File: src/source/frontend_consts.svh
`ifndef FRONTEND_CONSTS_SVH
`define FRONTEND_CONSTS_SVH

// ======================================================================
// fetch front end constants
// ======================================================================

// width of the fetch address and of the jump target
`define FE_W_ADDR 32

// fetch queue depth in 32-bit words, a power of two no smaller than 2
`define FE_FIFO_DEPTH 2

// first address fetched once reset is released
`define FE_RESET_VECTOR 32'h0000_0000

`endif

File: src/source/frontend_pkg.sv
`default_nettype none

`include "frontend_consts.svh"

package frontend_pkg;

	// the two halfwords of a fetched word, hi sits at the higher address
	typedef struct packed {
		logic [15:0] hi;
		logic [15:0] lo;
	} halves_s;

	// one bus word seen either whole or as two instruction parcels
	typedef union packed {
		logic [31:0] word;
		halves_s     halves;
	} fetch_word_u;

	// address phase request, size high means a 32-bit access
	typedef struct packed {
		logic [`FE_W_ADDR-1:0] addr;
		logic                  size;
	} mem_req_s;

	// redirect request from the processor
	typedef struct packed {
		logic [`FE_W_ADDR-1:0] target;
	} jump_s;

endpackage

`default_nettype wire

File: src/source/fetch_queue.sv
`timescale 1ns/1ps
`default_nettype none

module fetch_queue #(
	parameter int DEPTH = 2
) (
	input  wire                             clk,
	input  wire                             rst_n,
	input  wire                             push,
	input  wire                             pop,
	input  wire                             flush,
	input  wire frontend_pkg::fetch_word_u  wdata,
	output frontend_pkg::fetch_word_u       rdata,
	output logic                            empty,
	output logic                            full,
	output logic                            almost_full
);

	// pointers carry one extra wrap bit so that full and empty differ
	localparam int W_PTR = $clog2(DEPTH) + 1;

	frontend_pkg::fetch_word_u mem [DEPTH];
	logic [W_PTR-1:0] wptr;
	logic [W_PTR-1:0] rptr;
	logic [W_PTR-1:0] level;

	assign level       = wptr - rptr;
	assign empty       = wptr == rptr;
	// full when only the wrap bits differ
	assign full        = (wptr ^ rptr) == {1'b1, {(W_PTR-1){1'b0}}};
	assign almost_full = level == W_PTR'(DEPTH - 1);

	// head of queue falls through without a read strobe
	assign rdata = mem[rptr[W_PTR-2:0]];

	always_ff @(posedge clk) begin
		if (push) begin
			mem[wptr[W_PTR-2:0]] <= wdata;
		end
	end

	always_ff @(posedge clk or negedge rst_n) begin
		if (!rst_n) begin
			wptr <= '0;
			rptr <= '0;
		end else begin
			if (push) begin
				wptr <= wptr + W_PTR'(1);
			end
			// a flush drops everything, including a word written this very cycle
			if (flush) begin
				rptr <= wptr + {{(W_PTR-1){1'b0}}, push};
			end else if (pop) begin
				rptr <= rptr + W_PTR'(1);
			end
		end
	end

	// the request side must keep within the queue space
	a_no_push_full: assert property (@(posedge clk) disable iff (!rst_n) !(push && full))
		else $error("fetch queue pushed while full");
	a_no_pop_empty: assert property (@(posedge clk) disable iff (!rst_n) !(pop && empty))
		else $error("fetch queue popped while empty");

endmodule

`default_nettype wire

File: src/source/fetch_tracker.sv
`timescale 1ns/1ps
`default_nettype none

module fetch_tracker (
	input  wire        clk,
	input  wire        rst_n,
	input  wire        addr_issued,
	input  wire        data_vld,
	input  wire        flush,
	output logic [1:0] pending,
	output logic       flushing
);

	// number of in-flight words that belong to a discarded fetch stream
	logic [1:0] discard;

	assign flushing = |discard;

	always_ff @(posedge clk or negedge rst_n) begin
		if (!rst_n) begin
			pending <= 2'd0;
			discard <= 2'd0;
		end else begin
			// one more for each accepted address, one less for each returned word
			pending <= pending + {1'b0, addr_issued} - {1'b0, data_vld};
			// on a flush everything still in flight is stale
			// a word returning in the flush cycle is already accounted for
			if (flush) begin
				discard <= pending - {1'b0, data_vld};
			end else if (flushing && data_vld) begin
				discard <= discard - 2'd1;
			end
		end
	end

	// ======================================================================
	// checks on the bus traffic
	// ======================================================================

	// the request side holds off at two outstanding fetches
	a_pending_max: assert property (@(posedge clk) disable iff (!rst_n) pending != 2'd3)
		else $error("more than two fetches outstanding");

	// only words that are actually in flight can be dropped
	a_discard_le_pending: assert property (@(posedge clk) disable iff (!rst_n)
		discard <= pending)
		else $error("discard count above pending count");

	// bus returns data only for accepted addresses
	a_no_spurious_data: assert property (@(posedge clk) disable iff (!rst_n)
		!(data_vld && pending == 2'd0))
		else $error("data returned with no fetch outstanding");

endmodule

`default_nettype wire

File: src/source/fetch_request_fsm.sv
`timescale 1ns/1ps
`default_nettype none

`include "frontend_consts.svh"

module fetch_request_fsm (
	input  wire                       clk,
	input  wire                       rst_n,
	input  wire                       mem_addr_rdy,
	input  wire frontend_pkg::jump_s  jump,
	input  wire                       jump_vld,
	input  wire [1:0]                 pending,
	input  wire                       q_full,
	input  wire                       q_almost_full,
	output frontend_pkg::mem_req_s    mem_req,
	output logic                      mem_addr_vld,
	output logic                      addr_issued,
	output logic                      jump_rdy,
	output logic                      jump_taken
);

	localparam int W_ADDR = `FE_W_ADDR;

	typedef enum logic [1:0] {
		SEQUENTIAL,
		HOLD,
		STALL
	} state_e;

	state_e state_q;
	state_e state_d;
	// word address of the next sequential fetch, runs ahead of the PC
	logic [W_ADDR-1:0] fetch_addr;
	// the held request is the 16-bit access of an unaligned jump
	logic unaligned_hold;
	logic jump_unaligned;
	logic fetch_stall;

	// a held address phase may not be replaced, so jumps wait
	assign jump_rdy       = state_q != HOLD;
	assign jump_taken     = jump_vld && jump_rdy;
	assign jump_unaligned = jump_taken && jump.target[1];
	assign addr_issued    = mem_addr_vld && mem_addr_rdy;

	// registered pending keeps the bus ready off the address phase path
	assign fetch_stall = q_full || (q_almost_full && |pending) || pending > 2'd1;

	// ======================================================================
	// address phase request
	// ======================================================================
	always_comb begin
		mem_req.addr = fetch_addr;
		mem_req.size = 1'b1;
		mem_addr_vld = 1'b1;
		case (state_q)
			HOLD: begin
				// repeat exactly what the bus has not yet taken
				mem_req.addr = {fetch_addr[W_ADDR-1:2], unaligned_hold, 1'b0};
				mem_req.size = !unaligned_hold;
			end
			SEQUENTIAL, STALL: begin
				// a jump goes out at once, even while stalled
				if (jump_vld) begin
					mem_req.addr = jump.target;
					mem_req.size = !jump_unaligned;
				end else if (fetch_stall) begin
					mem_addr_vld = 1'b0;
				end
			end
			default: begin
				mem_addr_vld = 1'b0;
			end
		endcase
	end

	always_comb begin
		if (mem_addr_vld && !mem_addr_rdy) begin
			state_d = HOLD;
		end else if (!mem_addr_vld) begin
			state_d = STALL;
		end else begin
			state_d = SEQUENTIAL;
		end
	end

	always_ff @(posedge clk or negedge rst_n) begin
		if (!rst_n) begin
			state_q        <= SEQUENTIAL;
			fetch_addr     <= `FE_RESET_VECTOR;
			unaligned_hold <= 1'b0;
		end else begin
			state_q <= state_d;
			if (jump_taken) begin
				// skip past the target word when its own request goes through now
				fetch_addr <= {jump.target[W_ADDR-1:2]
					+ {{(W_ADDR-3){1'b0}}, mem_addr_rdy}, 2'b00};
			end else if (addr_issued) begin
				fetch_addr <= fetch_addr + W_ADDR'(4);
			end
			if (mem_addr_rdy) begin
				unaligned_hold <= 1'b0;
			end
			if (jump_unaligned) begin
				unaligned_hold <= !mem_addr_rdy;
			end
		end
	end

endmodule

`default_nettype wire

File: src/source/instr_assembly.sv
`timescale 1ns/1ps
`default_nettype none

module instr_assembly (
	input  wire                             clk,
	input  wire                             rst_n,
	input  wire frontend_pkg::fetch_word_u  fetch_word,
	input  wire                             fetch_vld,
	input  wire                             jump_taken,
	input  wire                             jump_unaligned,
	input  wire                             flushing,
	input  wire [1:0]                       cir_use,
	output frontend_pkg::fetch_word_u       cir,
	output logic [1:0]                      cir_vld,
	output logic                            refill
);

	// halfwords held across cir and the spill register, 0 to 3
	logic [1:0] buf_level;
	logic [1:0] buf_level_next;
	logic [1:0] level_no_fetch;
	// third halfword, sits above cir
	logic [15:0] spill;
	// first word after an unaligned jump only carries its high halfword
	logic unaligned_pending;
	logic [47:0] shifted;
	logic [47:0] assembled;

	// ======================================================================
	// shift and refill
	// ======================================================================

	// move the leftovers down by what decode took this cycle
	// slots that end up invalid or overwritten get whatever is cheapest
	always_comb begin
		case (cir_use)
			2'd2:    shifted = {spill, cir.halves.hi, spill};
			2'd1:    shifted = {spill, spill, cir.halves.hi};
			default: shifted = {spill, cir.word};
		endcase
	end

	assign level_no_fetch = buf_level - cir_use;

	// ask for a new word whenever fewer than two halfwords would remain
	assign refill = !level_no_fetch[1];

	// overlay the fetch word just above the surviving halfwords
	always_comb begin
		if (unaligned_pending) begin
			assembled = {shifted[47:16], fetch_word.halves.hi};
		end else if (level_no_fetch[1]) begin
			assembled = shifted;
		end else if (level_no_fetch[0]) begin
			assembled = {fetch_word.word, shifted[15:0]};
		end else begin
			assembled = {shifted[47:32], fetch_word.word};
		end
	end

	// a redirect or stale data in flight empties the buffer
	always_comb begin
		if (jump_taken || flushing) begin
			buf_level_next = 2'd0;
		end else if (fetch_vld && unaligned_pending) begin
			buf_level_next = 2'd1;
		end else begin
			buf_level_next = buf_level + {refill && fetch_vld, 1'b0} - cir_use;
		end
	end

	// ======================================================================
	// state
	// ======================================================================
	always_ff @(posedge clk or negedge rst_n) begin
		if (!rst_n) begin
			buf_level         <= 2'd0;
			cir_vld           <= 2'd0;
			unaligned_pending <= 1'b0;
		end else begin
			buf_level <= buf_level_next;
			// cir shows at most two halfwords, a third waits in spill
			cir_vld   <= buf_level_next & ~(buf_level_next >> 1);
			if (fetch_vld && !flushing) begin
				unaligned_pending <= 1'b0;
			end
			if (jump_taken) begin
				unaligned_pending <= jump_unaligned;
			end
		end
	end

	always_ff @(posedge clk) begin
		cir.word <= assembled[31:0];
		spill    <= assembled[47:32];
	end

	// decode can only take halfwords it has been given
	a_use_le_vld: assert property (@(posedge clk) disable iff (!rst_n) cir_use <= cir_vld)
		else $error("decode consumed more halfwords than valid in cir");

endmodule

`default_nettype wire

File: src/source/fetch_frontend.sv
`timescale 1ns/1ps
`default_nettype none

`include "frontend_consts.svh"

module fetch_frontend (
	input  wire                             clk,
	input  wire                             rst_n,
	output frontend_pkg::mem_req_s          mem_req,
	output logic                            mem_addr_vld,
	input  wire                             mem_addr_rdy,
	input  wire frontend_pkg::fetch_word_u  mem_data,
	input  wire                             mem_data_vld,
	input  wire frontend_pkg::jump_s        jump,
	input  wire                             jump_vld,
	output logic                            jump_rdy,
	output frontend_pkg::fetch_word_u       cir,
	output logic [1:0]                      cir_vld,
	input  wire [1:0]                       cir_use
);

	frontend_pkg::fetch_word_u q_rdata;
	frontend_pkg::fetch_word_u fetch_word;
	logic       q_push;
	logic       q_pop;
	logic       q_empty;
	logic       q_full;
	logic       q_almost_full;
	logic [1:0] pending;
	logic       flushing;
	logic       addr_issued;
	logic       jump_taken;
	logic       refill;
	logic       fetch_vld;

	// an empty queue lets bus data straight through to the assembly yard
	assign fetch_word = q_empty ? mem_data : q_rdata;
	assign fetch_vld  = !q_empty || (mem_data_vld && !flushing);
	// stale words are dropped and forwarded words are not stored twice
	assign q_push     = mem_data_vld && !flushing && !(refill && q_empty);
	assign q_pop      = refill && !q_empty;

	fetch_queue #(
		.DEPTH (`FE_FIFO_DEPTH)
	) fetch_queue_i (
		.clk         (clk),
		.rst_n       (rst_n),
		.push        (q_push),
		.pop         (q_pop),
		.flush       (jump_taken),
		.wdata       (mem_data),
		.rdata       (q_rdata),
		.empty       (q_empty),
		.full        (q_full),
		.almost_full (q_almost_full)
	);

	fetch_tracker fetch_tracker_i (
		.clk         (clk),
		.rst_n       (rst_n),
		.addr_issued (addr_issued),
		.data_vld    (mem_data_vld),
		.flush       (jump_taken),
		.pending     (pending),
		.flushing    (flushing)
	);

	fetch_request_fsm fetch_request_fsm_i (
		.clk           (clk),
		.rst_n         (rst_n),
		.mem_addr_rdy  (mem_addr_rdy),
		.jump          (jump),
		.jump_vld      (jump_vld),
		.pending       (pending),
		.q_full        (q_full),
		.q_almost_full (q_almost_full),
		.mem_req       (mem_req),
		.mem_addr_vld  (mem_addr_vld),
		.addr_issued   (addr_issued),
		.jump_rdy      (jump_rdy),
		.jump_taken    (jump_taken)
	);

	instr_assembly instr_assembly_i (
		.clk            (clk),
		.rst_n          (rst_n),
		.fetch_word     (fetch_word),
		.fetch_vld      (fetch_vld),
		.jump_taken     (jump_taken),
		.jump_unaligned (jump.target[1]),
		.flushing       (flushing),
		.cir_use        (cir_use),
		.cir            (cir),
		.cir_vld        (cir_vld),
		.refill         (refill)
	);

endmodule

`default_nettype wire

File: config.mk
export PLATFORM = sky130hd
export DESIGN_NAME = fetch_frontend
export DESIGN_NICKNAME = d
export VERILOG_FILES = /design/src/source/frontend_pkg.sv /design/src/source/fetch_queue.sv /design/src/source/fetch_tracker.sv /design/src/source/fetch_request_fsm.sv /design/src/source/instr_assembly.sv /design/src/source/fetch_frontend.sv
export VERILOG_INCLUDE_DIRS = /design/src /design/src/source
export SDC_FILE = /design/constraint.sdc
export NUM_CORES = 1
export LEC_CHECK = 0
export BUFFER_PORTS_ARGS = -buffer_cell sky130_fd_sc_hd__buf_2
export CAP_MARGIN = 30
export CORE_UTILIZATION = 45
export CTS_BUF_LIST = sky130_fd_sc_hd__clkbuf_4 sky130_fd_sc_hd__clkbuf_8 sky130_fd_sc_hd__clkbuf_16
export CTS_CLUSTER_SIZE = 24
export DETAILED_ROUTE_END_ITERATION = 6
export GPL_ROUTABILITY_DRIVEN = 0
export PLACE_DENSITY = 0.77
export SETUP_SLACK_MARGIN = 0.02
export SLEW_MARGIN = 40
export SYNTH_ARGS = -nofsm -noshare
export SYNTH_HDL_FRONTEND = slang
export SYNTH_SLANG_ARGS = --single-unit
File: constraint.sdc
create_clock -name clk -period 4.3 [get_ports clk]
set_clock_uncertainty 0.2 [all_clocks]
set_input_delay 0.43 -clock clk [delete_from_list [all_inputs] [get_ports clk]]
set_output_delay 0.43 -clock clk [all_outputs]
set_load 0.02 [all_outputs]
### Word level (Yosys, flattened, before mapping)

Memories as Yosys holds them, arrays and structs flattened.
Cells that the tools add are included.

| storage, ports and cells | value |
|---|---|
| word-level logic and storage cells | 97 |
| output and inout port bits | 69 |
| bits of input ports | 71 |
| bits in registers | 96 |
| bits in writable memories | 64 |
| memories kept | 1 |

Memories:

| name | depth | width | read ports | clocked after Yosys merged registers in | wr ports | RTL line | text |
|---|---|---|---|---|---|---|---|
| fetch_queue_i.mem | 2 | 32 | 1 | 0 | 1 | fetch_queue.sv:22 | `frontend_pkg::fetch_word_u mem [DEPTH];` |

| operators by class | value |
|---|---|
| add/subtract/negate cells | 13 |
| bitwise logic cells | 3 |
| eq/ne operators | 8 |
| order comparisons | 1 |
| muxes and demuxes | 26 |
| reduce and logical (&&, ||, !) cells | 33 |

Operator list:

| cell | count |
|---|---|
| 48-bit 2-to-1 mux | 3 |
| 32-bit 2-to-1 mux | 3 |
| 33-bit case mux with 2 select lines | 1 |
| 32-bit case mux with 2 select lines | 1 |
| 33-bit 2-to-1 mux | 1 |
| 32-bit by 3-bit adder with 32-bit output, second input constant | 1 |
| 30-bit by 1-bit adder with 30-bit output | 1 |
| 2-bit 2-to-1 mux | 8 |
| 1-bit logical AND | 13 |
| 2-bit nonzero test | 5 |
| 1-bit 2-to-1 mux | 8 |
| 1-bit logical NOT | 7 |
| 2-bit by 1-bit == test with 1-bit output, second input constant | 3 |
| 2-bit == test, second input constant | 3 |
| 2-bit OR reduction | 3 |
| 2-bit subtractor | 3 |
| 2-bit by 1-bit adder with 2-bit output | 2 |
| 2-bit by 1-bit adder with 2-bit output, second input constant | 2 |
| 1-bit logical OR | 4 |
| 2-bit by 1-bit subtractor with 2-bit output | 2 |
| 2-bit adder | 1 |
| 2-bit AND | 1 |
| 2-bit == test | 1 |
| 2-bit by 1-bit > comparator with 1-bit output, second input constant | 1 |
| other kinds (6) | 6 |

### Longest topological paths before layout

Gate-level depths: netlist (run 1).

| logic depth | value |
|---|---|
| depth after elaboration | 11 |
| mapped depth | 12 |
| depth with buffers taken out | 12 |

### Modules after synthesis

Synthesis (run 1) repeated with hierarchy kept, for this count alone.

| second synthesis, totals | value |
|---|---|
| cell total of the unflattened synthesis | 737 |
| area, all modules | 8,732.1 sq um |

By module, submodules not included:

| module | sequential area each (sq um) | area each (sq um) | instances | cells an instance |
|---|---|---|---|---|
| fetch_request_fsm | 825.8 | 2,874.0 | 1 | 323 |
| fetch_queue | 2,021.9 | 2,593.7 | 1 | 124 |
| instr_assembly | 1,221.2 | 2,463.6 | 1 | 226 |
| fetch_frontend | 0.0 | 549.3 | 1 | 40 |
| fetch_tracker | 100.1 | 251.5 | 1 | 24 |

### Worst setup path before layout (run 1)

No wires, ideal clock.

| timing path | value |
|---|---|
| path kind | input to register |
| from | input cir_use[0] |
| to | register fetch_queue_i.rptr[1] |
| path slack | 1,450 ps |
| data required time | 3,963 ps |
| buffers on the path | 0 |
| library setup time | 137 ps |
| data arrival time | 2,513 ps |
| cell stages on the path | 8 |
| cells stage by stage | ha_1 -> xnor2_1 -> xnor2_1 -> a31oi_1 -> ha_1 -> xor2_1 -> nand2_1 -> o21ai_0 |

| between the ends | value |
|---|---|
| cells in the longest elaborated chain, start to end | 7 |
| elaborated cells on any way between the ends | 9 |

RTL lines:

| what | RTL line | text |
|---|---|---|
| start: declaration | fetch_frontend.sv:19 | `input wire [1:0] cir_use` |
| 2-bit subtractor | instr_assembly.sv:43 | `assign level_no_fetch = buf_level - cir_use;` |
| 1-bit logical NOT | instr_assembly.sv:46 | `assign refill = !level_no_fetch[1];` |
| 1-bit logical AND | fetch_frontend.sv:40 | `assign q_push = mem_data_vld && !flushing && !(refill && q_empty);` |
| 1-bit logical NOT | fetch_frontend.sv:40 |  |
| 1-bit logical AND | fetch_frontend.sv:40 |  |
| via fetch_queue_i.push | fetch_queue.sv:9 | `input wire push,` |
| 2-bit by 1-bit adder with 2-bit output | fetch_queue.sv:52 | `rptr <= wptr + {{(W_PTR-1){1'b0}}, push};` |
| 2-bit 2-to-1 mux | fetch_queue.sv:51 | `if (flush) begin` |
| end signal: assignment | fetch_queue.sv:52 |  |
| end signal: assignment | fetch_queue.sv:54 | `rptr <= rptr + W_PTR'(1);` |
| end: declaration | fetch_queue.sv:24 | `logic [W_PTR-1:0] rptr;` |

The timed path passes the listed nets, and every way through them passes these cells.
A chain may end at the register's enable or synchronous reset.

### Final worst setup path (run 1)

| timing path | value |
|---|---|
| from | register fetch_queue_i.wptr[0] |
| to | output mem_addr_vld |

| between the ends | value |
|---|---|
| cells in the longest elaborated chain, start to end | 8 |
| elaborated cells on any way between the ends | 10 |

RTL lines:

| what | RTL line | text |
|---|---|---|
| start: declaration | fetch_queue.sv:23 | `logic [W_PTR-1:0] wptr;` |
| start signal: assignment | fetch_queue.sv:48 | `wptr <= wptr + W_PTR'(1);` |
| 2-bit subtractor | fetch_queue.sv:27 | `assign level = wptr - rptr;` |
| 2-bit by 1-bit == test with 1-bit output | fetch_queue.sv:31 | `assign almost_full = level == W_PTR'(DEPTH - 1);` |
| 1-bit logical AND | fetch_request_fsm.sv:46 | `assign fetch_stall = q_full \|\| (q_almost_full && \|pending) \|\| pending > 2'd1;` |
| 1-bit logical OR (*) (2 in series) | fetch_request_fsm.sv:46 |  |
| 1-bit 2-to-1 mux (*) | fetch_request_fsm.sv:66 | `end else if (fetch_stall) begin` |
| 1-bit 2-to-1 mux (*) | fetch_request_fsm.sv:63 | `if (jump_vld) begin` |
| 1-bit case mux with 2 select lines (*) | fetch_request_fsm.sv:55 | `case (state_q)` |
| end: declaration | fetch_frontend.sv:10 | `output logic mem_addr_vld,` |

Mark *: on every way between the ends. The rest lies on a longest branch, timed or not.

==> results.sh, run 1 <==
export IMPL_start_kind="flip-flop"
export IMPL_max_vdd_ir_drop_uv=472
export IMPL_design_area_mm2=0.00991
export IMPL_cp_max_fo=5
export IMPL_totalWireLength_um=20000
export IMPL_std_cell_rows=49
export IMPL_yosysSeqAreaShare_pct=50.2
export IMPL_grt_pass1_wl_um=31700
export IMPL_synthArstFlopShare_pct=28.7
export IMPL_synth_edff_count=80
export IMPL_required_ns=3.67
export IMPL_grt_pass1_vias=6185
export IMPL_dp_slack_ns=1.32
export IMPL_ant_nets=0
export IMPL_start_util_pct=46.1
export IMPL_wl_per_cell_um=16.9
export IMPL_clkTransAtPathRegs_ns=0.07
export IMPL_drc=0
export IMPL_fin_util_pct=55.0
export IMPL_critical_path_arrival_ns=2.34
export IMPL_via_per_inst=5.67
export IMPL_area_delta_synth_final_pct=19.3
export IMPL_worstPathCellList="inv_1, ha_1, a21oi_1, or2_2, a211o_1, nand2_1, inv_1, buf_2"
export IMPL_fin_nets=1022
export IMPL_total_power_mw=7.27
export IMPL_die_h_um=138
export IMPL_syn_nets=893
export IMPL_num_vias=6701
export IMPL_core_area_mm2=0.0180
export IMPL_fin_ws_ns=1.33
export IMPL_finalCriticalPeriod_ns=2.97
export IMPL_clk_latency_ns=0.43
export IMPL_hold_slack_ns=0.00854
export IMPL_antenna_found_initial=1
export IMPL_worstPathBufferInverterCount=3
export IMPL_period_share_pct=69.0
export IMPL_r2r_start="fetch_queue_i.wptr[0]"
export IMPL_yosysTopAreaCell="edfxtp_1"
export IMPL_syn_area_per_cell_um2=10.3
export IMPL_ctsRootBufferMaster="clkbuf_16"
export IMPL_placed_cells=1138
export IMPL_hold_viol=0
export IMPL_crit_path_frequent_cell="inv_1"
export IMPL_cts_sinks=157
export IMPL_post_layout_nonfiller_instances=1181
export IMPL_hold_class="in -> reg"
export IMPL_firstDrtPassIters=5
export IMPL_drive_gt1_share_pct=26.3
export IMPL_status="completed"
export IMPL_synthFlopType="edfxtp_1"
export IMPL_synth_cell_type_count=51
export IMPL_synthTopCellsByArea="edfxtp_1 29%, dfrtp_1 14%, dfxtp_1 7.7%, mux2_2 6.1%, mux2i_1 4.5%"
export IMPL_post_cts_setup_buffers=0
export IMPL_slew_headroom_pct=49.7
export IMPL_die_area_mm2=0.0190
export IMPL_drt_iter0_markers=585
export IMPL_grt_total_usage_pct=21.8
export IMPL_timing_rr_end="fetch_tracker_i.pending[1]"
export IMPL_dp_hpwl_um=13400
export IMPL_grt_ovfl_total=0
export IMPL_cts_resized=0
export IMPL_htree_levels=4
export IMPL_worst_pin_slew_ns=0.754
export IMPL_yosysTopAreaCellShare_pct=28.9
export IMPL_fin_tns_setup_ns=0
export IMPL_drv_slew=0
export IMPL_rsz0062_at_grt="no"
export IMPL_io_pins=140
export IMPL_path_delay_family="simple AND/OR/NAND/NOR gates"
export IMPL_cts_path_max_buffers=2
export IMPL_timing_fmax_mhz=337
export IMPL_io_buffer_count=139
export IMPL_reg2regPathDepth=12
export IMPL_leakage_nw=4.01
export IMPL_setup_violations=0
export IMPL_slowest_delay_ns=0.40
export IMPL_grt_max_degree=47
export IMPL_min_path_cells=1
export IMPL_hp_start="mem_data[20]"
export IMPL_powerDensity_mw_per_mm2=734
export IMPL_dpl_cell_area_mm2=0.00921
export IMPL_yosys_warnings=0
export IMPL_synth_area_mm2=0.00830
export IMPL_critPathKind="reg -> out"
export IMPL_cap_violations=0
export IMPL_whs_endpoint="fetch_queue_i.mem[0][20]"
export IMPL_cp_slowest_cell="ha_1"
export IMPL_cts_tree="built"
export IMPL_die_w_um=138
export IMPL_synth_cells=809
export IMPL_cp_end_kind="output port"
export IMPL_r2r_slack_ns=1.49
export IMPL_ys_ff_latch=157
export IMPL_cts_buffers_inserted=17
Yosys cell counts, types with 4 or more instances:
cell type,instances
nand4_1,24
nand3_1,23
a22oi_1,33
a211oi_1,18
edfxtp_1,80
mux2i_1,37
a31oi_1,4
dfxtp_1,32
a21oi_1,62
inv_1,16
nor4_1,4
xnor2_1,35
nand2_1,76
and4_1,4
nor2b_1,4
ha_1,13
nor2_1,75
clkbuf_1,42
o21ai_0,49
and2_1,4
dfrtp_1,45
mux2_2,45
buf_2,4
xor2_1,26
and3_1,11
buf_1,6
area by class of cell:
type / instances / area [µm²]
Multi-Input combinational cell: 581 / 3880
Clock buffer: 19 / 447
Inverter: 17 / 63.8
Timing Repair Buffer: 164 / 908
Tap cell: 229 / 287
Antenna cell: 1 / 2.50
Fill cell: 1546 / 8120
Sequential cell: 157 / 4170
Clock inverter: 13 / 145
worst max-delay path by stage:
stage,endpoint,from,depth (start not counted)
5_1_grt,mem_addr_vld,fetch_queue_i.wptr[0],8
6_report,mem_addr_vld,fetch_queue_i.wptr[0],8
3_3_place_gp,fetch_request_fsm_i.fetch_addr[28],mem_addr_rdy,9
4_1_cts,mem_addr_vld,fetch_queue_i.wptr[0],8
3_5_place_dp,fetch_queue_i.rptr[1],cir_use[0],10
2_1_floorplan,fetch_queue_i.rptr[1],cir_use[0],8
registers in the layout, summed over array words and instances, names as in the netlist, 16 cells and up:
name                            flops
instr_assembly_i.cir               32
fetch_queue_i.mem                  64
fetch_request_fsm_i.fetch_addr     30
instr_assembly_i.spill             16
power breakdown:
part           internal, mW  switching, mW
registers              2.15          0.387
logic                  1.21           2.03
clock network         0.845          0.655
repair_timing:
item	in CTS	in global routing
hold buffers	8	2
hold endpoints to repair	58	4
endpoints found under the setup margin	0	0
logic make-up (layout without fill, tap and decap cells):
kind of cell	after synthesis	count (layout)	share of synthesized area, %
mux	82	82	10.6
buf+inv	71	213	3.36
xor+xnor	62	62	6.63
compound gates	181	181	13.3
flops	157	157	50.2
simple gates	243	243	13.9
fa+ha+maj	13	13	1.96
other cells	0	1	0
placed cells by master (no fill, tap or decap), types with 2 or more instances in the layout:
cell,count
nor3_1,3
a41oi_1,2
nand4_1,24
nand2b_1,2
nand2_1,74
nor2b_1,3
o22ai_1,3
or2_2,3
dfxtp_1,32
nor4_4,2
mux2_2,45
or4_1,3
nand3_1,23
edfxtp_1,80
xnor2_1,35
buf_2,139
and2_1,4
a31oi_1,4
inv_6,4
a21oi_1,62
clkinv_4,4
dfrtp_1,44
clkbuf_16,17
inv_1,16
and3_1,11
buf_4,15
a22o_1,2
a211oi_1,18
ha_1,13
a22oi_1,33
mux2i_1,37
xor2_1,26
dlygate4sd3_1,10
nor2_1,75
o21ai_0,49
and4_1,4
inv_8,4
nor4_1,3
per-layer routing:
metal | global-route usage (%) | part of all wire, %
met3 | 4.56 | 7.7
met5 | 0 | 0
met4 | 7.07 | 1.8
met2 | 35.1 | 46
met1 | 29.3 | 44
worst reg2reg max path, cell delays in order (launching register included):
cell	delay, ns
dfrtp_1	0.37
inv_1	0.09
ha_1	0.41
a21oi_1	0.08
or2_2	0.31
a211oi_2	0.33
nor2_4	0.13
inv_2	0.11
ha_1	0.23
inv_1	0.05
ha_1	0.15
xnor2_1	0.13
xnor2_1	0.14
Power figures use the tool's default switching activity.
==> run 2: changes to the inputs <==
--- a/config.mk
+++ b/config.mk
@@ -6,6 +6,7 @@
 export SDC_FILE = /design/constraint.sdc
 export NUM_CORES = 1
 export LEC_CHECK = 0
+export ABC_AREA = 1
 export BUFFER_PORTS_ARGS = -buffer_cell sky130_fd_sc_hd__buf_2
 export CAP_MARGIN = 30
 export CORE_UTILIZATION = 45
@@ -13,7 +14,7 @@
 export CTS_CLUSTER_SIZE = 24
 export DETAILED_ROUTE_END_ITERATION = 6
 export GPL_ROUTABILITY_DRIVEN = 0
-export PLACE_DENSITY = 0.77
+export PLACE_DENSITY = 0.79
 export SETUP_SLACK_MARGIN = 0.02
 export SLEW_MARGIN = 40
 export SYNTH_ARGS = -nofsm -noshare
==> constraint.sdc (replaced) <==
create_clock -name clk -period 2.7 [get_ports clk]
set_clock_uncertainty 0.2 [all_clocks]
set_input_delay 0.27 -clock clk [delete_from_list [all_inputs] [get_ports clk]]
set_output_delay 0.27 -clock clk [all_outputs]
set_load 0.02 [all_outputs]
==> results.sh, run 2 <==
export IMPL_status="completed"
export IMPL_ctsRootBufferMaster="clkbuf_16"
export IMPL_synth_mux_area_share_pct=0.837
export IMPL_largest_reg_flops=64
export IMPL_drt_iter0_markers=867
export IMPL_synth_edff_count=80
export IMPL_ys_ff_latch=157
export IMPL_setup_violations=0
export IMPL_cap_violations=0
export IMPL_io_pins=140
export IMPL_yosysTopAreaCellShare_pct=25.5
export IMPL_required_ns=2.23
export IMPL_synth_compound_area_share_pct=11.3
export IMPL_fin_tns_setup_ns=0
export IMPL_syn_area_per_cell_um2=7.25
export IMPL_synth_cells=1298
export IMPL_area_delta_synth_final_pct=19.9
export IMPL_final_common_cell="nand2_1"
export IMPL_start_kind="flip-flop"
export IMPL_mostFrequentLayoutCells="535 x nand2_1, 160 x nor2_1, 138 x buf_2"
export IMPL_cts_tree="built"
export IMPL_critical_path_arrival_ns=2.06
export IMPL_max_vdd_ir_drop_uv=611
export IMPL_grt_total_usage_pct=24.7
export IMPL_yosysSeqAreaShare_pct=44.3
export IMPL_grt_ovfl_total=0
export IMPL_totalWireLength_um=26100
export IMPL_synth_cell_type_count=36
export IMPL_diodes=0
export IMPL_rsz0062_at_grt="no"
export IMPL_yosysTopAreaCell="edfxtp_1"
export IMPL_worst_pin_slew_ns=0.719
export IMPL_cts_sinks=157
export IMPL_synth_simple_area_share_pct=33.3
export IMPL_fin_nets=1540
export IMPL_period_share_pct=93.6
export IMPL_yosys_warnings=0
export IMPL_grt_max_degree=74
export IMPL_hold_slack_ns=0.0757
export IMPL_die_area_mm2=0.0215
export IMPL_grt_pass1_vias=8571
export IMPL_timing_fmax_mhz=396
export IMPL_num_vias=9193
export IMPL_cts_buffers_inserted=17
export IMPL_io_buffer_count=139
export IMPL_placed_cells=1671
export IMPL_firstDrtPassIters=6
export IMPL_hold_viol=0
export IMPL_core_area_mm2=0.0204
export IMPL_synthTopCellsByArea="edfxtp_1 26%, nand2_1 21%, dfrtp_1 12%, dfxtp_1 6.8%, nor2_1 6.4%"
export IMPL_wl_per_cell_um=15.0
export IMPL_die_h_um=147
export IMPL_drc=0
export IMPL_drive_gt1_share_pct=15.2
export IMPL_hold_class="in -> reg"
export IMPL_syn_nets=1382
export IMPL_dp_hpwl_um=18600
export IMPL_leakage_nw=5.23
export IMPL_drv_slew=0
export IMPL_clkTransAtPathRegs_ns=0.07
export IMPL_ant_nets=0
export IMPL_cp_max_fo=5
export IMPL_critPathKind="reg -> out"
export IMPL_slew_headroom_pct=51.9
export IMPL_synth_area_mm2=0.00941
export IMPL_cp_end_kind="output port"
export IMPL_synth_xor_area_share_pct=2.39
export IMPL_netlist_top_cells_count="536 x nand2_1, 160 x nor2_1, 80 x edfxtp_1"
export IMPL_grt_pass1_wl_um=42300
export IMPL_r2r_slack_ns=0.20
export IMPL_post_layout_nonfiller_instances=1739
export IMPL_finalCriticalPeriod_ns=2.53
export IMPL_synth_top_family_by_area="simple AND/OR/NAND/NOR gates"
export IMPL_synthArstFlopShare_pct=28.7
export IMPL_cts_path_max_buffers=2
export IMPL_powerDensity_mw_per_mm2=1110
export IMPL_antenna_found_initial=0
export IMPL_std_cell_rows=52
export IMPL_htree_levels=4
export IMPL_yosysMostFrequentCell="nand2_1"
export IMPL_via_per_inst=5.29
export IMPL_synth_fa_ha_area_share_pct=1.73
export IMPL_clk_latency_ns=0.42
export IMPL_start_util_pct=46.2
export IMPL_synthFlopType="edfxtp_1"
export IMPL_die_w_um=147
## run 2: where the power goes
group          internal, mW  total [mW]  leakage (nW)  switching [mW]
combinational          2.05        6.06          3.39            4.01
clock                  1.23        2.28         0.284            1.06
sequential             3.48        4.22          1.56           0.739
total                  6.76        12.6          5.23            5.80
## run 2: layout make-up
type / instances / area (µm²)
fill: 1836 / 9070
timing repair buffer: 196 / 1270
clock inverter: 15 / 160
sequential: 157 / 4170
tap: 270 / 338
inverter: 68 / 255
clock buffer: 17 / 425
multi-input combinational: 1016 / 4670
## run 2: critical path, stage by stage, from the launching register on
cell	delay (ns)
dfrtp_1	0.42
inv_1	0.09
ha_1	0.32
nor2_1	0.14
nand3_1	0.10
nand2_1	0.07
nand2_1	0.05
nand2_1	0.05
nand2_1	0.07
nand2_1	0.12
inv_1	0.06
buf_2	0.15
## run 2: kinds of logic (layout without fill, tap and decap cells)
family                   Yosys count  count (layout)
flip-flops                       157             157
AND/OR/NAND/NOR                  786             786
multiplexers                       7               7
adder cells (fa/ha/maj)           13              13
XOR/XNOR                          24              24
buffers and inverters            125             296
AO/OA/AOI/OAI                    186             186
## run 2: worst paths after layout
path,startpoint,endpoint,depth (start not counted)
setup / recovery,fetch_queue_i.wptr[0],mem_addr_vld,11
min in group asynchronous,rst_n,fetch_request_fsm_i.fetch_addr[31],2
hold reg to reg,fetch_tracker_i.pending[0],fetch_tracker_i.pending[0],1
setup reg to reg,fetch_queue_i.wptr[0],fetch_tracker_i.pending[1],15
max in group asynchronous,rst_n,instr_assembly_i.unaligned_pending,2
hold / removal,jump[31],fetch_request_fsm_i.fetch_addr[31],7
## run 2: metal layers
layer	track usage, %	part of all wire, %	up-vias
li1	-	-	4533
met1	33.0	42	4136
met2	40.7	47	481
met3	3.13	8.5	43
met4	9.32	2.5	0
met5	0	0	-
## run 2: stage by stage
| stage | power [mW] | instance area, µm² | utilization [%] | setup WS, ns |
|---|---|---|---|---|
| 2_1_floorplan | 8.49 | 9420 | - | 0.0372 |
| 3_3_place_gp | 10.0 | 10300 | 50.8 | 0.307 |
| 3_5_place_dp | 10.2 | 10300 | 50.8 | 0.179 |
| 4_1_cts | 12.5 | 11300 | 55.4 | 0.143 |
| 5_1_grt | 13.5 | 11300 | 55.4 | 0.0217 |
| 6_report | 12.6 | 11300 | 55.4 | 0.173 |
## run 2: repair_timing
item,in CTS,in global routing
resized for setup,0,1
hold endpoints to repair,113,0
setup buffers,0,0
hold buffers,36,0
setup endpoints to repair,0,20
